===== src/include/mips_cpu_defines.svh =====
`ifndef MIPS_CPU_DEFINES_SVH
`define MIPS_CPU_DEFINES_SVH

// first instruction fetched after reset
`define MIPS_RESET_VECTOR 32'hBFC0_0000

// fetching from here stops the core
`define MIPS_HALT_ADDR 32'h0000_0000

// return address register for JAL and the AL branches
`define MIPS_LINK_REG 5'd31

`endif


===== src/hw/mips_cpu_pkg.sv =====
package mips_cpu_pkg;

    // cpu phases, MEM is never entered by this core
    typedef enum logic [1:0] {
        FETCH = 2'd0,
        EXEC  = 2'd1,
        MEM   = 2'd2
    } cpu_state_t;

    // primary opcode field, bits 31:26
    typedef enum logic [5:0] {
        OP_SPECIAL = 6'b000000,
        OP_REGIMM  = 6'b000001,
        OP_J       = 6'b000010,
        OP_JAL     = 6'b000011,
        OP_BEQ     = 6'b000100,
        OP_BNE     = 6'b000101,
        OP_BLEZ    = 6'b000110,
        OP_BGTZ    = 6'b000111,
        OP_ADDIU   = 6'b001001
    } opcode_t;

    // funct field of SPECIAL, bits 5:0
    typedef enum logic [5:0] {
        FN_JR   = 6'b001000,
        FN_JALR = 6'b001001
    } funct_t;

    // rt field selects the REGIMM branch flavour
    typedef enum logic [4:0] {
        RT_BLTZ   = 5'b00000,
        RT_BGEZ   = 5'b00001,
        RT_BLTZAL = 5'b10000,
        RT_BGEZAL = 5'b10001
    } regimm_t;

endpackage


===== src/hw/mips_cpu_pc.sv =====
`include "mips_cpu_defines.svh"

module mips_cpu_pc (
    input  logic                    clk,
    input  logic                    reset,
    input  mips_cpu_pkg::opcode_t   opcode,
    input  mips_cpu_pkg::funct_t    funct,
    input  logic [4:0]              rt,
    input  logic [4:0]              sa,
    input  logic [4:0]              rd,
    input  logic [31:0]             rs_data,     // jump register source
    input  logic [15:0]             offset,
    input  logic [25:0]             target,
    input  logic [3:0]              control,     // rs==rt, rs>0, rs==0, rs<0
    input  mips_cpu_pkg::cpu_state_t state,
    input  logic                    waitrequest,
    input  logic                    active,
    output logic [31:0]             pc,
    output logic [31:0]             regstore     // link value
);

    import mips_cpu_pkg::*;

    logic [31:0] dest;          // pending target, used after the delay slot
    logic        delay_slot;    // next EXEC is a delay slot
    logic [31:0] pc_inc;
    logic [31:0] branch_dest;
    logic [31:0] jump_dest;
    logic        jump_taken;
    logic        advance;

    assign pc_inc      = pc + 32'd4;
    assign regstore    = pc + 32'd8;
    assign branch_dest = pc_inc + {{14{offset[15]}}, offset, 2'b00};
    assign advance     = !waitrequest && active && (state == EXEC);

    // decode of jumps and taken branches
    always_comb begin
        jump_taken = 1'b0;
        jump_dest  = branch_dest;
        case (opcode)
            OP_J, OP_JAL: begin
                jump_taken = 1'b1;
                jump_dest  = {pc_inc[31:28], target, 2'b00};   // 256 MB region
            end
            OP_SPECIAL: begin
                if (rt == 5'd0 && sa == 5'd0 &&
                    ((funct == FN_JR && rd == 5'd0) || funct == FN_JALR)) begin
                    jump_taken = 1'b1;
                    jump_dest  = rs_data;
                end
            end
            OP_BEQ:  jump_taken = control[3];
            OP_BNE:  jump_taken = !control[3];
            OP_BLEZ: jump_taken = (rt == 5'd0) && (control[1] || control[0]);
            OP_BGTZ: jump_taken = (rt == 5'd0) && control[2];
            OP_REGIMM: begin
                case (rt)
                    RT_BLTZ, RT_BLTZAL: jump_taken = control[0];
                    RT_BGEZ, RT_BGEZAL: jump_taken = control[2] || control[1];
                    default:            jump_taken = 1'b0;
                endcase
            end
            default: jump_taken = 1'b0;
        endcase
    end

    always_ff @(posedge clk) begin
        if (reset) begin
            pc         <= `MIPS_RESET_VECTOR;
            delay_slot <= 1'b0;
        end else if (advance) begin
            if (delay_slot) begin
                pc         <= dest;        // delay slot done, redirect
                delay_slot <= 1'b0;
            end else begin
                pc <= pc_inc;
                if (jump_taken) begin
                    delay_slot <= 1'b1;
                end
            end
        end
    end

    // target is captured with the branch, consumed one instruction later
    always_ff @(posedge clk) begin
        if (advance && !delay_slot && jump_taken) begin
            dest <= jump_dest;
        end
    end

endmodule


===== src/hw/mips_cpu_sequencer.sv =====
`include "mips_cpu_defines.svh"

module mips_cpu_sequencer (
    input  logic                     clk,
    input  logic                     reset,
    input  logic [31:0]              pc,
    input  logic [31:0]              readdata,
    input  logic                     waitrequest,
    output logic                     read,
    output mips_cpu_pkg::cpu_state_t state,
    output logic                     active,
    output mips_cpu_pkg::opcode_t    opcode,
    output mips_cpu_pkg::funct_t     funct,
    output logic [4:0]               rs,
    output logic [4:0]               rt,
    output logic [4:0]               rd,
    output logic [4:0]               sa,
    output logic [15:0]              offset,
    output logic [25:0]              target
);

    import mips_cpu_pkg::*;

    logic [31:0] ir;        // instruction register
    logic        at_halt;

    assign at_halt = (pc == `MIPS_HALT_ADDR);
    assign read    = (state == FETCH) && active && !at_halt;

    // field split
    assign opcode = opcode_t'(ir[31:26]);
    assign rs     = ir[25:21];
    assign rt     = ir[20:16];
    assign rd     = ir[15:11];
    assign sa     = ir[10:6];
    assign funct  = funct_t'(ir[5:0]);
    assign offset = ir[15:0];
    assign target = ir[25:0];

    always_ff @(posedge clk) begin
        if (reset) begin
            state  <= FETCH;
            active <= 1'b1;
        end else if (active) begin
            case (state)
                FETCH: begin
                    if (at_halt) begin
                        active <= 1'b0;             // no read at address 0
                    end else if (!waitrequest) begin
                        state <= EXEC;
                    end
                end
                EXEC:    state <= FETCH;
                default: state <= FETCH;            // MEM unused
            endcase
        end
    end

    always_ff @(posedge clk) begin
        if (read && !waitrequest) begin
            ir <= readdata;                         // accepted fetch
        end
    end

endmodule


===== src/hw/mips_cpu_regfile.sv =====
module mips_cpu_regfile (
    input  logic        clk,
    input  logic        reset,
    input  logic [4:0]  rs,
    input  logic [4:0]  rt,
    input  logic        we,
    input  logic [4:0]  waddr,
    input  logic [31:0] wdata,
    output logic [31:0] rs_data,
    output logic [31:0] rt_data
);

    logic [31:0] regs [0:31];

    // asynchronous reads, r0 hardwired
    assign rs_data = (rs == 5'd0) ? 32'd0 : regs[rs];
    assign rt_data = (rt == 5'd0) ? 32'd0 : regs[rt];

    always_ff @(posedge clk) begin
        if (reset) begin
            for (int i = 0; i < 32; i++) begin
                regs[i] <= 32'd0;
            end
        end else if (we && waddr != 5'd0) begin
            regs[waddr] <= wdata;               // writes to r0 dropped
        end
    end

endmodule


===== src/hw/mips_cpu_exec.sv =====
`include "mips_cpu_defines.svh"

module mips_cpu_exec (
    input  mips_cpu_pkg::cpu_state_t state,
    input  mips_cpu_pkg::opcode_t    opcode,
    input  mips_cpu_pkg::funct_t     funct,
    input  logic [4:0]               rs,
    input  logic [4:0]               rt,
    input  logic [4:0]               rd,
    input  logic [15:0]              offset,
    input  logic [31:0]              rs_data,
    input  logic [31:0]              rt_data,
    input  logic [31:0]              regstore,    // pc + 8 from the pc unit
    output logic [3:0]               control,
    output logic                     we,
    output logic [4:0]               waddr,
    output logic [31:0]              wdata
);

    import mips_cpu_pkg::*;

    logic [31:0] imm_sext;
    logic        jalr_valid;

    assign imm_sext = {{16{offset[15]}}, offset};

    // same decode as the pc unit, offset[10:6] is the sa field
    assign jalr_valid = (funct == FN_JALR) && (rt == 5'd0) && (offset[10:6] == 5'd0);

    // condition vector for the pc unit
    assign control[3] = (rs == rt) || (rs_data == rt_data);  // same register is always equal
    assign control[2] = !rs_data[31] && (rs_data != 32'd0);
    assign control[1] = (rs_data == 32'd0);
    assign control[0] = rs_data[31];

    // writeback select, one pulse per EXEC
    always_comb begin
        we    = 1'b0;
        waddr = `MIPS_LINK_REG;
        wdata = regstore;
        if (state == EXEC) begin
            case (opcode)
                OP_ADDIU: begin
                    we    = 1'b1;
                    waddr = rt;
                    wdata = rs_data + imm_sext;
                end
                OP_JAL: we = 1'b1;
                OP_SPECIAL: begin
                    if (jalr_valid) begin
                        we    = 1'b1;
                        waddr = rd;
                    end
                end
                OP_REGIMM: begin
                    // link happens even when the branch falls through
                    we = (rt == RT_BLTZAL) || (rt == RT_BGEZAL);
                end
                default: we = 1'b0;
            endcase
        end
    end

endmodule


===== src/hw/mips_cpu_control_flow.sv =====
module mips_cpu_control_flow (
    input  logic        clk,
    input  logic        reset,
    input  logic [31:0] readdata,
    input  logic        waitrequest,
    output logic [31:0] address,
    output logic        read,
    output logic        active,
    output logic        reg_write,
    output logic [4:0]  reg_write_addr,
    output logic [31:0] reg_write_data
);

    import mips_cpu_pkg::*;

    cpu_state_t  state;
    opcode_t     opcode;
    funct_t      funct;
    logic [4:0]  rs;
    logic [4:0]  rt;
    logic [4:0]  rd;
    logic [4:0]  sa;
    logic [15:0] offset;
    logic [25:0] target;
    logic [31:0] pc;
    logic [31:0] regstore;
    logic [31:0] rs_data;
    logic [31:0] rt_data;
    logic [3:0]  control;

    assign address = pc;

    mips_cpu_sequencer u_sequencer (
        .clk         (clk),
        .reset       (reset),
        .pc          (pc),
        .readdata    (readdata),
        .waitrequest (waitrequest),
        .read        (read),
        .state       (state),
        .active      (active),
        .opcode      (opcode),
        .funct       (funct),
        .rs          (rs),
        .rt          (rt),
        .rd          (rd),
        .sa          (sa),
        .offset      (offset),
        .target      (target)
    );

    mips_cpu_regfile u_regfile (
        .clk     (clk),
        .reset   (reset),
        .rs      (rs),
        .rt      (rt),
        .we      (reg_write),
        .waddr   (reg_write_addr),
        .wdata   (reg_write_data),
        .rs_data (rs_data),
        .rt_data (rt_data)
    );

    mips_cpu_exec u_exec (
        .state    (state),
        .opcode   (opcode),
        .funct    (funct),
        .rs       (rs),
        .rt       (rt),
        .rd       (rd),
        .offset   (offset),
        .rs_data  (rs_data),
        .rt_data  (rt_data),
        .regstore (regstore),
        .control  (control),
        .we       (reg_write),
        .waddr    (reg_write_addr),
        .wdata    (reg_write_data)
    );

    mips_cpu_pc u_pc (
        .clk         (clk),
        .reset       (reset),
        .opcode      (opcode),
        .funct       (funct),
        .rt          (rt),
        .sa          (sa),
        .rd          (rd),
        .rs_data     (rs_data),
        .offset      (offset),
        .target      (target),
        .control     (control),
        .state       (state),
        .waitrequest (waitrequest),
        .active      (active),
        .pc          (pc),
        .regstore    (regstore)
    );

endmodule


===== config.mk =====
export PLATFORM = sky130hd
export DESIGN_NAME = mips_cpu_control_flow
export DESIGN_NICKNAME = d
export VERILOG_FILES = /design/src/hw/mips_cpu_pkg.sv /design/src/hw/mips_cpu_pc.sv /design/src/hw/mips_cpu_sequencer.sv /design/src/hw/mips_cpu_regfile.sv /design/src/hw/mips_cpu_exec.sv /design/src/hw/mips_cpu_control_flow.sv
export VERILOG_INCLUDE_DIRS = /design/src /design/src/include
export SDC_FILE = /design/constraint.sdc
export NUM_CORES = 2
export LEC_CHECK = 0
export BUFFER_PORTS_ARGS = -buffer_cell sky130_fd_sc_hd__buf_2
export CAP_MARGIN = 20
export CORE_UTILIZATION = 35
export CTS_CLUSTER_DIAMETER = 100
export DETAILED_ROUTE_END_ITERATION = 10
export GPL_ROUTABILITY_DRIVEN = 0
export PLACE_DENSITY_LB_ADDON = 0.08
export SETUP_SLACK_MARGIN = 0.3
export SLEW_MARGIN = 5
export SYNTH_ARGS = -nofsm -noshare
export SYNTH_HDL_FRONTEND = slang
export SYNTH_SLANG_ARGS = --single-unit

===== constraint.sdc =====
create_clock -name clk -period 7 [get_ports clk]
set_clock_uncertainty 0.1 [all_clocks]
set_input_delay 0.35 -clock clk [delete_from_list [all_inputs] [get_ports clk]]
set_output_delay 0.35 -clock clk [all_outputs]
set_load 0.01 [all_outputs]

* After elaboration in Yosys (flattened, before gate mapping)
Memory sizes are Yosys's and may differ from the RTL's. A register that Yosys moved wholly into a read port is not among the register bits. Cells that the tools add are included.
Operators by class: muxes and demuxes 34, multiply operators 0, $add $sub $neg 4, divide/modulo/power cells 0, shift-type cells 0, $lt $le $gt $ge 0, eq/ne operators 18, reduce and logical (&&, ||, !) cells 42, bitwise logic cells 0
Operators by type and width (number):
- 2-to-1 mux 32 bit | 7
- adder 32 bit | 2
- logical NOT 32 bit | 2
- case mux 32 bit (2 select lines) | 1
- adder 32 x 3 -> 32 bit, second input constant | 1
- adder 32 x 4 -> 32 bit, second input constant | 1
- equality test 32 bit | 1
- nonzero test 32 bit | 1
- OR reduction 32 bit | 1
- 2-to-1 mux 5 bit | 5
- equality test 6 x 3 -> 1 bit, second input constant | 4
- logical NOT 5 bit | 4
- equality test 6 x 4 -> 1 bit, second input constant | 3
- logical AND 1 bit | 16
- 2-to-1 mux 1 bit | 14
- equality test 6 x 2 -> 1 bit, second input constant | 2
- equality test 5 bit, second input constant | 2
- case mux 5 bit (2 select lines) | 1
- OR reduction 2 bit | 4
- case mux 1 bit (7 select lines) | 1
- equality test 6 x 1 -> 1 bit, second input constant | 1
- logical NOT 6 bit | 1
- 2-to-1 mux 2 bit | 3
- equality test 5 x 1 -> 1 bit, second input constant | 1
- other kinds (10) | 19
Storage, ports and cells: RAM bits 1024, memories 1, bits in latches 0, memory bits (read-only) 0, word-level logic and storage cells 105, flip-flop bits (word level) 100, bits of input ports 35
Memories:
- u_regfile.regs | depth 32, bits a word 32, rd ports 2, clocked after Yosys merged registers in 2, wr ports 32, line mips_cpu_regfile.sv:13 | logic [31:0] regs [0:31];

* Depth between registers and ports, before layout
depth after elaboration 13, mapped depth 23

* Cells and area by module
Synthesis repeated with hierarchy kept, for this count alone.
Second synthesis, totals: cell total of the unflattened synthesis 4774, area, all modules 64458.1 µm²
By module, submodules not included:
- mips_cpu_regfile | times used 1, area each 54250.8 µm², cells each 3502
- mips_cpu_pc | times used 1, area each 5844.4 µm², cells each 731
- mips_cpu_exec | times used 1, area each 2907.8 µm², cells each 444
- mips_cpu_sequencer | times used 1, area each 1455.1 µm², cells each 97

* Worst setup path after synthesis
OpenSTA, ideal clock, no wires.
path kind flip-flop to output port, from register with a tool-made name, to output port reg_write_data[30], buffers on the path 5, cell stages (with the launch flop) 24, setup slack 1232 ps, data required time 6550 ps, arrival 5318 ps, path through dfxtp_1 buf_6 buf_6 buf_6 buf_2 mux4_2 a22oi_1 nand3_1 nand2_1 inv_1 ha_1 fa_1 a21o_1 a21oi_1 o21bai_1 a2111o_1 a41o_1 a31oi_1 o2111ai_1 a2111oi_0 o31ai_1 nand3b_1 clkbuf_1 inv_1
RTL lines:
- end: declaration | line mips_cpu_control_flow.sv:11 | output logic [31:0] reg_write_data

==> results.sh <==
export IMPL_ant_nets=0
export IMPL_clk_pin_slew_ns=0.06
export IMPL_worstSkewPairLatency_ns=0.81
export IMPL_r2r_end="u_regfile.regs[20][30]$_SDFFCE_PN0P_"
export IMPL_synth_top_family_by_area="multiplexers"
export IMPL_ys_top_cells_by_area="edfxtp_1, mux4_2, nor2_1"
export IMPL_path_class="flop to primary output"
export IMPL_cp_required_ns=6.55
export IMPL_ys_ff_latch=1133
export IMPL_ys_seq_area_frac=0.541
export IMPL_finalPower_w=0.0186
export IMPL_p_clk_frac=0.386
export IMPL_peakVddDrop_mv=0.192
export IMPL_power_frac_comb=0.191
export IMPL_reg2reg_slack_ns=1.07
export IMPL_drc_errors=0
export IMPL_synth_top_cell_area_share=0.526
export IMPL_worstSetupStartpointType="flop"
export IMPL_cts_tree="yes"
export IMPL_row_count=154
export IMPL_synth_edff_count=1088
export IMPL_io_buffers=106
export IMPL_final_nets=4915
export IMPL_path_max_fanout=13
export IMPL_fin_crit_sh=0.933
export IMPL_worstSetupEndpointType="primary output"
export IMPL_max_slew_margin_rel=0.165
export IMPL_drtPass1Iterations=6
export IMPL_pwr_share_seq=0.424
export IMPL_synthSimpleGateAreaFrac=0.106
export IMPL_vias_per_cell=5.97
export IMPL_max_freq_mhz=153
export IMPL_grt_max_degree=48
export IMPL_route_vias_total=43400
export IMPL_core_um2=176000
export IMPL_die_w_um=423
export IMPL_p_switching_w=0.00544
export IMPL_antenna_found_initial=11
export IMPL_finalWirelength_mm=254
export IMPL_critPathCapture="reg_write_data[31]"
export IMPL_initial_utilization=0.353
export IMPL_hold_violations=0
export IMPL_synth_cells=4649
export IMPL_status="complete, no violations"
export IMPL_wl_per_cell_um=34.9
export IMPL_syn_area_um2=62100
export IMPL_cp_arrival_ns=6.08
export IMPL_grt_usage=0.280
export IMPL_synthToLayoutAreaGrowth_pct=15.6
export IMPL_numCtsBuffers=141
export IMPL_dp_hpwl_mm=163
export IMPL_synth_compound_area_frac=0.0653
export IMPL_worstMarginPinSlew_ns=1.25
export IMPL_worstRegToRegCells=24
export IMPL_async_flop_share=0
export IMPL_synth_cell_types=92
export IMPL_yosysMostFrequentCell="edfxtp_1"
export IMPL_synth_fa_ha_area_frac=0.0133
export IMPL_grt_pass1_wl_mm=349
export IMPL_synth_area_leader_cell="edfxtp_1"
export IMPL_swShare=0.293
export IMPL_period_needed_ns=6.53
export IMPL_grt_ovfl_total=0
export IMPL_hp_class="input port to flop"
export IMPL_ios=107
export IMPL_first_iter_violations=4905
export IMPL_h_tree_depth=4
export IMPL_avgSynthCellArea_um2=13.4
export IMPL_maxSlewViolCount=0
export IMPL_cts_root_buf="clkbuf_16"
export IMPL_synth_xor_area_frac=0.0192
export IMPL_synthTopCellsByCount="edfxtp_1, nor2_1, mux4_2"
export IMPL_fin_tns_setup_ns=0
export IMPL_clock_sinks=1133
export IMPL_die_area_um2=179000
export IMPL_grt_pass1_vias=42600
export IMPL_max_cap_viol_count=0
export IMPL_drive_above_1_share=0.255
export IMPL_power_density_nw_per_um2=259
export IMPL_synth_warning_count=0
export IMPL_cellLeakagePower_nw=25.6
export IMPL_setup_violations=0
export IMPL_cts_buffer_depth=3
export IMPL_die_h_um=423
export IMPL_yosys_most_used_dff="edfxtp_1"
export IMPL_synth_mux_area_frac=0.210
export IMPL_rsz0062_at_grt="false"
export IMPL_p_int_w=0.0131
[sequential cells by signal, summed over array words and instances (netlist names), named ones only]
name,count
u_pc.pc,32
u_pc.dest,32
u_sequencer.active,1
u_sequencer.state,1
u_regfile.regs,1024
u_pc.delay_slot,1
u_sequencer.ir,32
[how the worst min path moves through the flow]
stage               depth (start not counted)  slack, ns                   start                      endpoint
global route                                2       0.14            readdata[10]  u_sequencer.ir[10]$_DFFE_PP_
detailed placement                          2       0.39  u_pc.dest[1]$_DFFE_PP_       u_pc.pc[1]$_SDFFE_PP0P_
global placement                            2       0.38  u_pc.dest[4]$_DFFE_PP_       u_pc.pc[4]$_SDFFE_PP0P_
CTS                                         2        0.1             readdata[6]   u_sequencer.ir[6]$_DFFE_PP_
floorplan                                   0       0.35             readdata[0]   u_sequencer.ir[0]$_DFFE_PP_
finish                                      2       0.16             readdata[1]   u_sequencer.ir[1]$_DFFE_PP_
[critical path: stages, from the launching register on]
cell and delay [ns]:
dfxtp_4 0.38, buf_12 0.12, buf_12 0.17, buf_16 0.20
buf_16 0.19, buf_12 0.20, mux4_2 0.52, o22ai_2 0.21
a211oi_1 0.12, nand2_1 0.22, inv_1 0.10, ha_1 0.24
a21o_1 0.19, a21oi_1 0.13, nor2b_1 0.06, o21ai_0 0.24
o22ai_1 0.17, nor3b_2 0.30, o31ai_2 0.13, a2111o_1 0.45
a21o_1 0.20, a211oi_4 0.29, buf_12 0.17, inv_1 0.05
buf_2 0.13
[through the flow]
stage	util	area [µm²]	hold WS [ns]	setup slack [ns]	cells
2_1_floorplan	-	62200	0.349	1.23	4680
3_3_place_gp	0.377	66300	0.380	0.183	6951
3_5_place_dp	0.377	66300	0.386	0.0769	6951
4_1_cts	0.407	71600	0.0969	0.370	7267
5_1_grt	0.407	71800	0.137	0.296	7270
6_report	0.407	71800	0.157	0.470	7271
[repair_timing]
action,4_1_cts,5_1_grt
endpoints found under the hold margin,60,0
endpoints found under the setup margin,70,4
pin swaps,4,6
hold buffers,34,0
setup buffers,20,3
gates resized for setup,34,23
cloned,4,0
[power by group through the flow]
stage          clock network (W)  logic, W  registers (W)
5_1_grt                  0.00750   0.00369        0.00789
3_5_place_dp                   0   0.00339        0.00801
2_1_floorplan                  0   0.00212        0.00789
6_report                 0.00716   0.00354        0.00786
3_3_place_gp                   0   0.00339        0.00800
4_1_cts                  0.00727   0.00350        0.00786
[placed cells by master, fill, tap and decap left out, drive strengths merged, types with 12 or more instances in the layout]
master	n
nor4	24
mux2i	129
o22ai	68
o21a	13
a21o	40
a21oi	96
a31oi	15
xor2	53
dfxtp	45
mux4	514
nor2	1069
a22oi	93
a2111oi	21
inv	86
a211oi	77
clkbuf	178
a22o	12
nor2b	21
buf	398
edfxtp	1088
nor3	29
o221ai	15
or3	15
xnor2	82
nand2b	13
conb	32
o21ai	57
and3	13
clkinv	63
nand2	237
ha	63
nand3	63
a221oi	12
o211ai	15
dlygate4sd3	34
nand4	28
[cell families after synthesis]
kind of cell               Yosys count
muxes                              643
xor gates and xnor gates           135
and+or+nand+nor                   1570
adders and majority gates           65
AOI/OAI and AO/OA                  578
DFF                               1133
buffers and inverters              524
other                                1
[per-layer routing]
metal	routed length [µm]	GRT usage	part of all wire
met4	7490	0.0836	0.030
met2	121000	0.457	0.48
met3	18200	0.0496	0.072
met1	107000	0.380	0.42
met5	49	0	0.00019
[cell type report]
class / count / area, µm²
fill: 16400 / 104000
sequential: 1133 / 33600
multi-input combinational: 3023 / 26600
timing repair buffer: 436 / 3920
clock buffer: 178 / 3720
tap: 2340 / 2930
clock inverter: 80 / 692
inverter: 80 / 300
antenna: 1 / 2.50
Note: power is estimated with default switching activity, not from simulation.
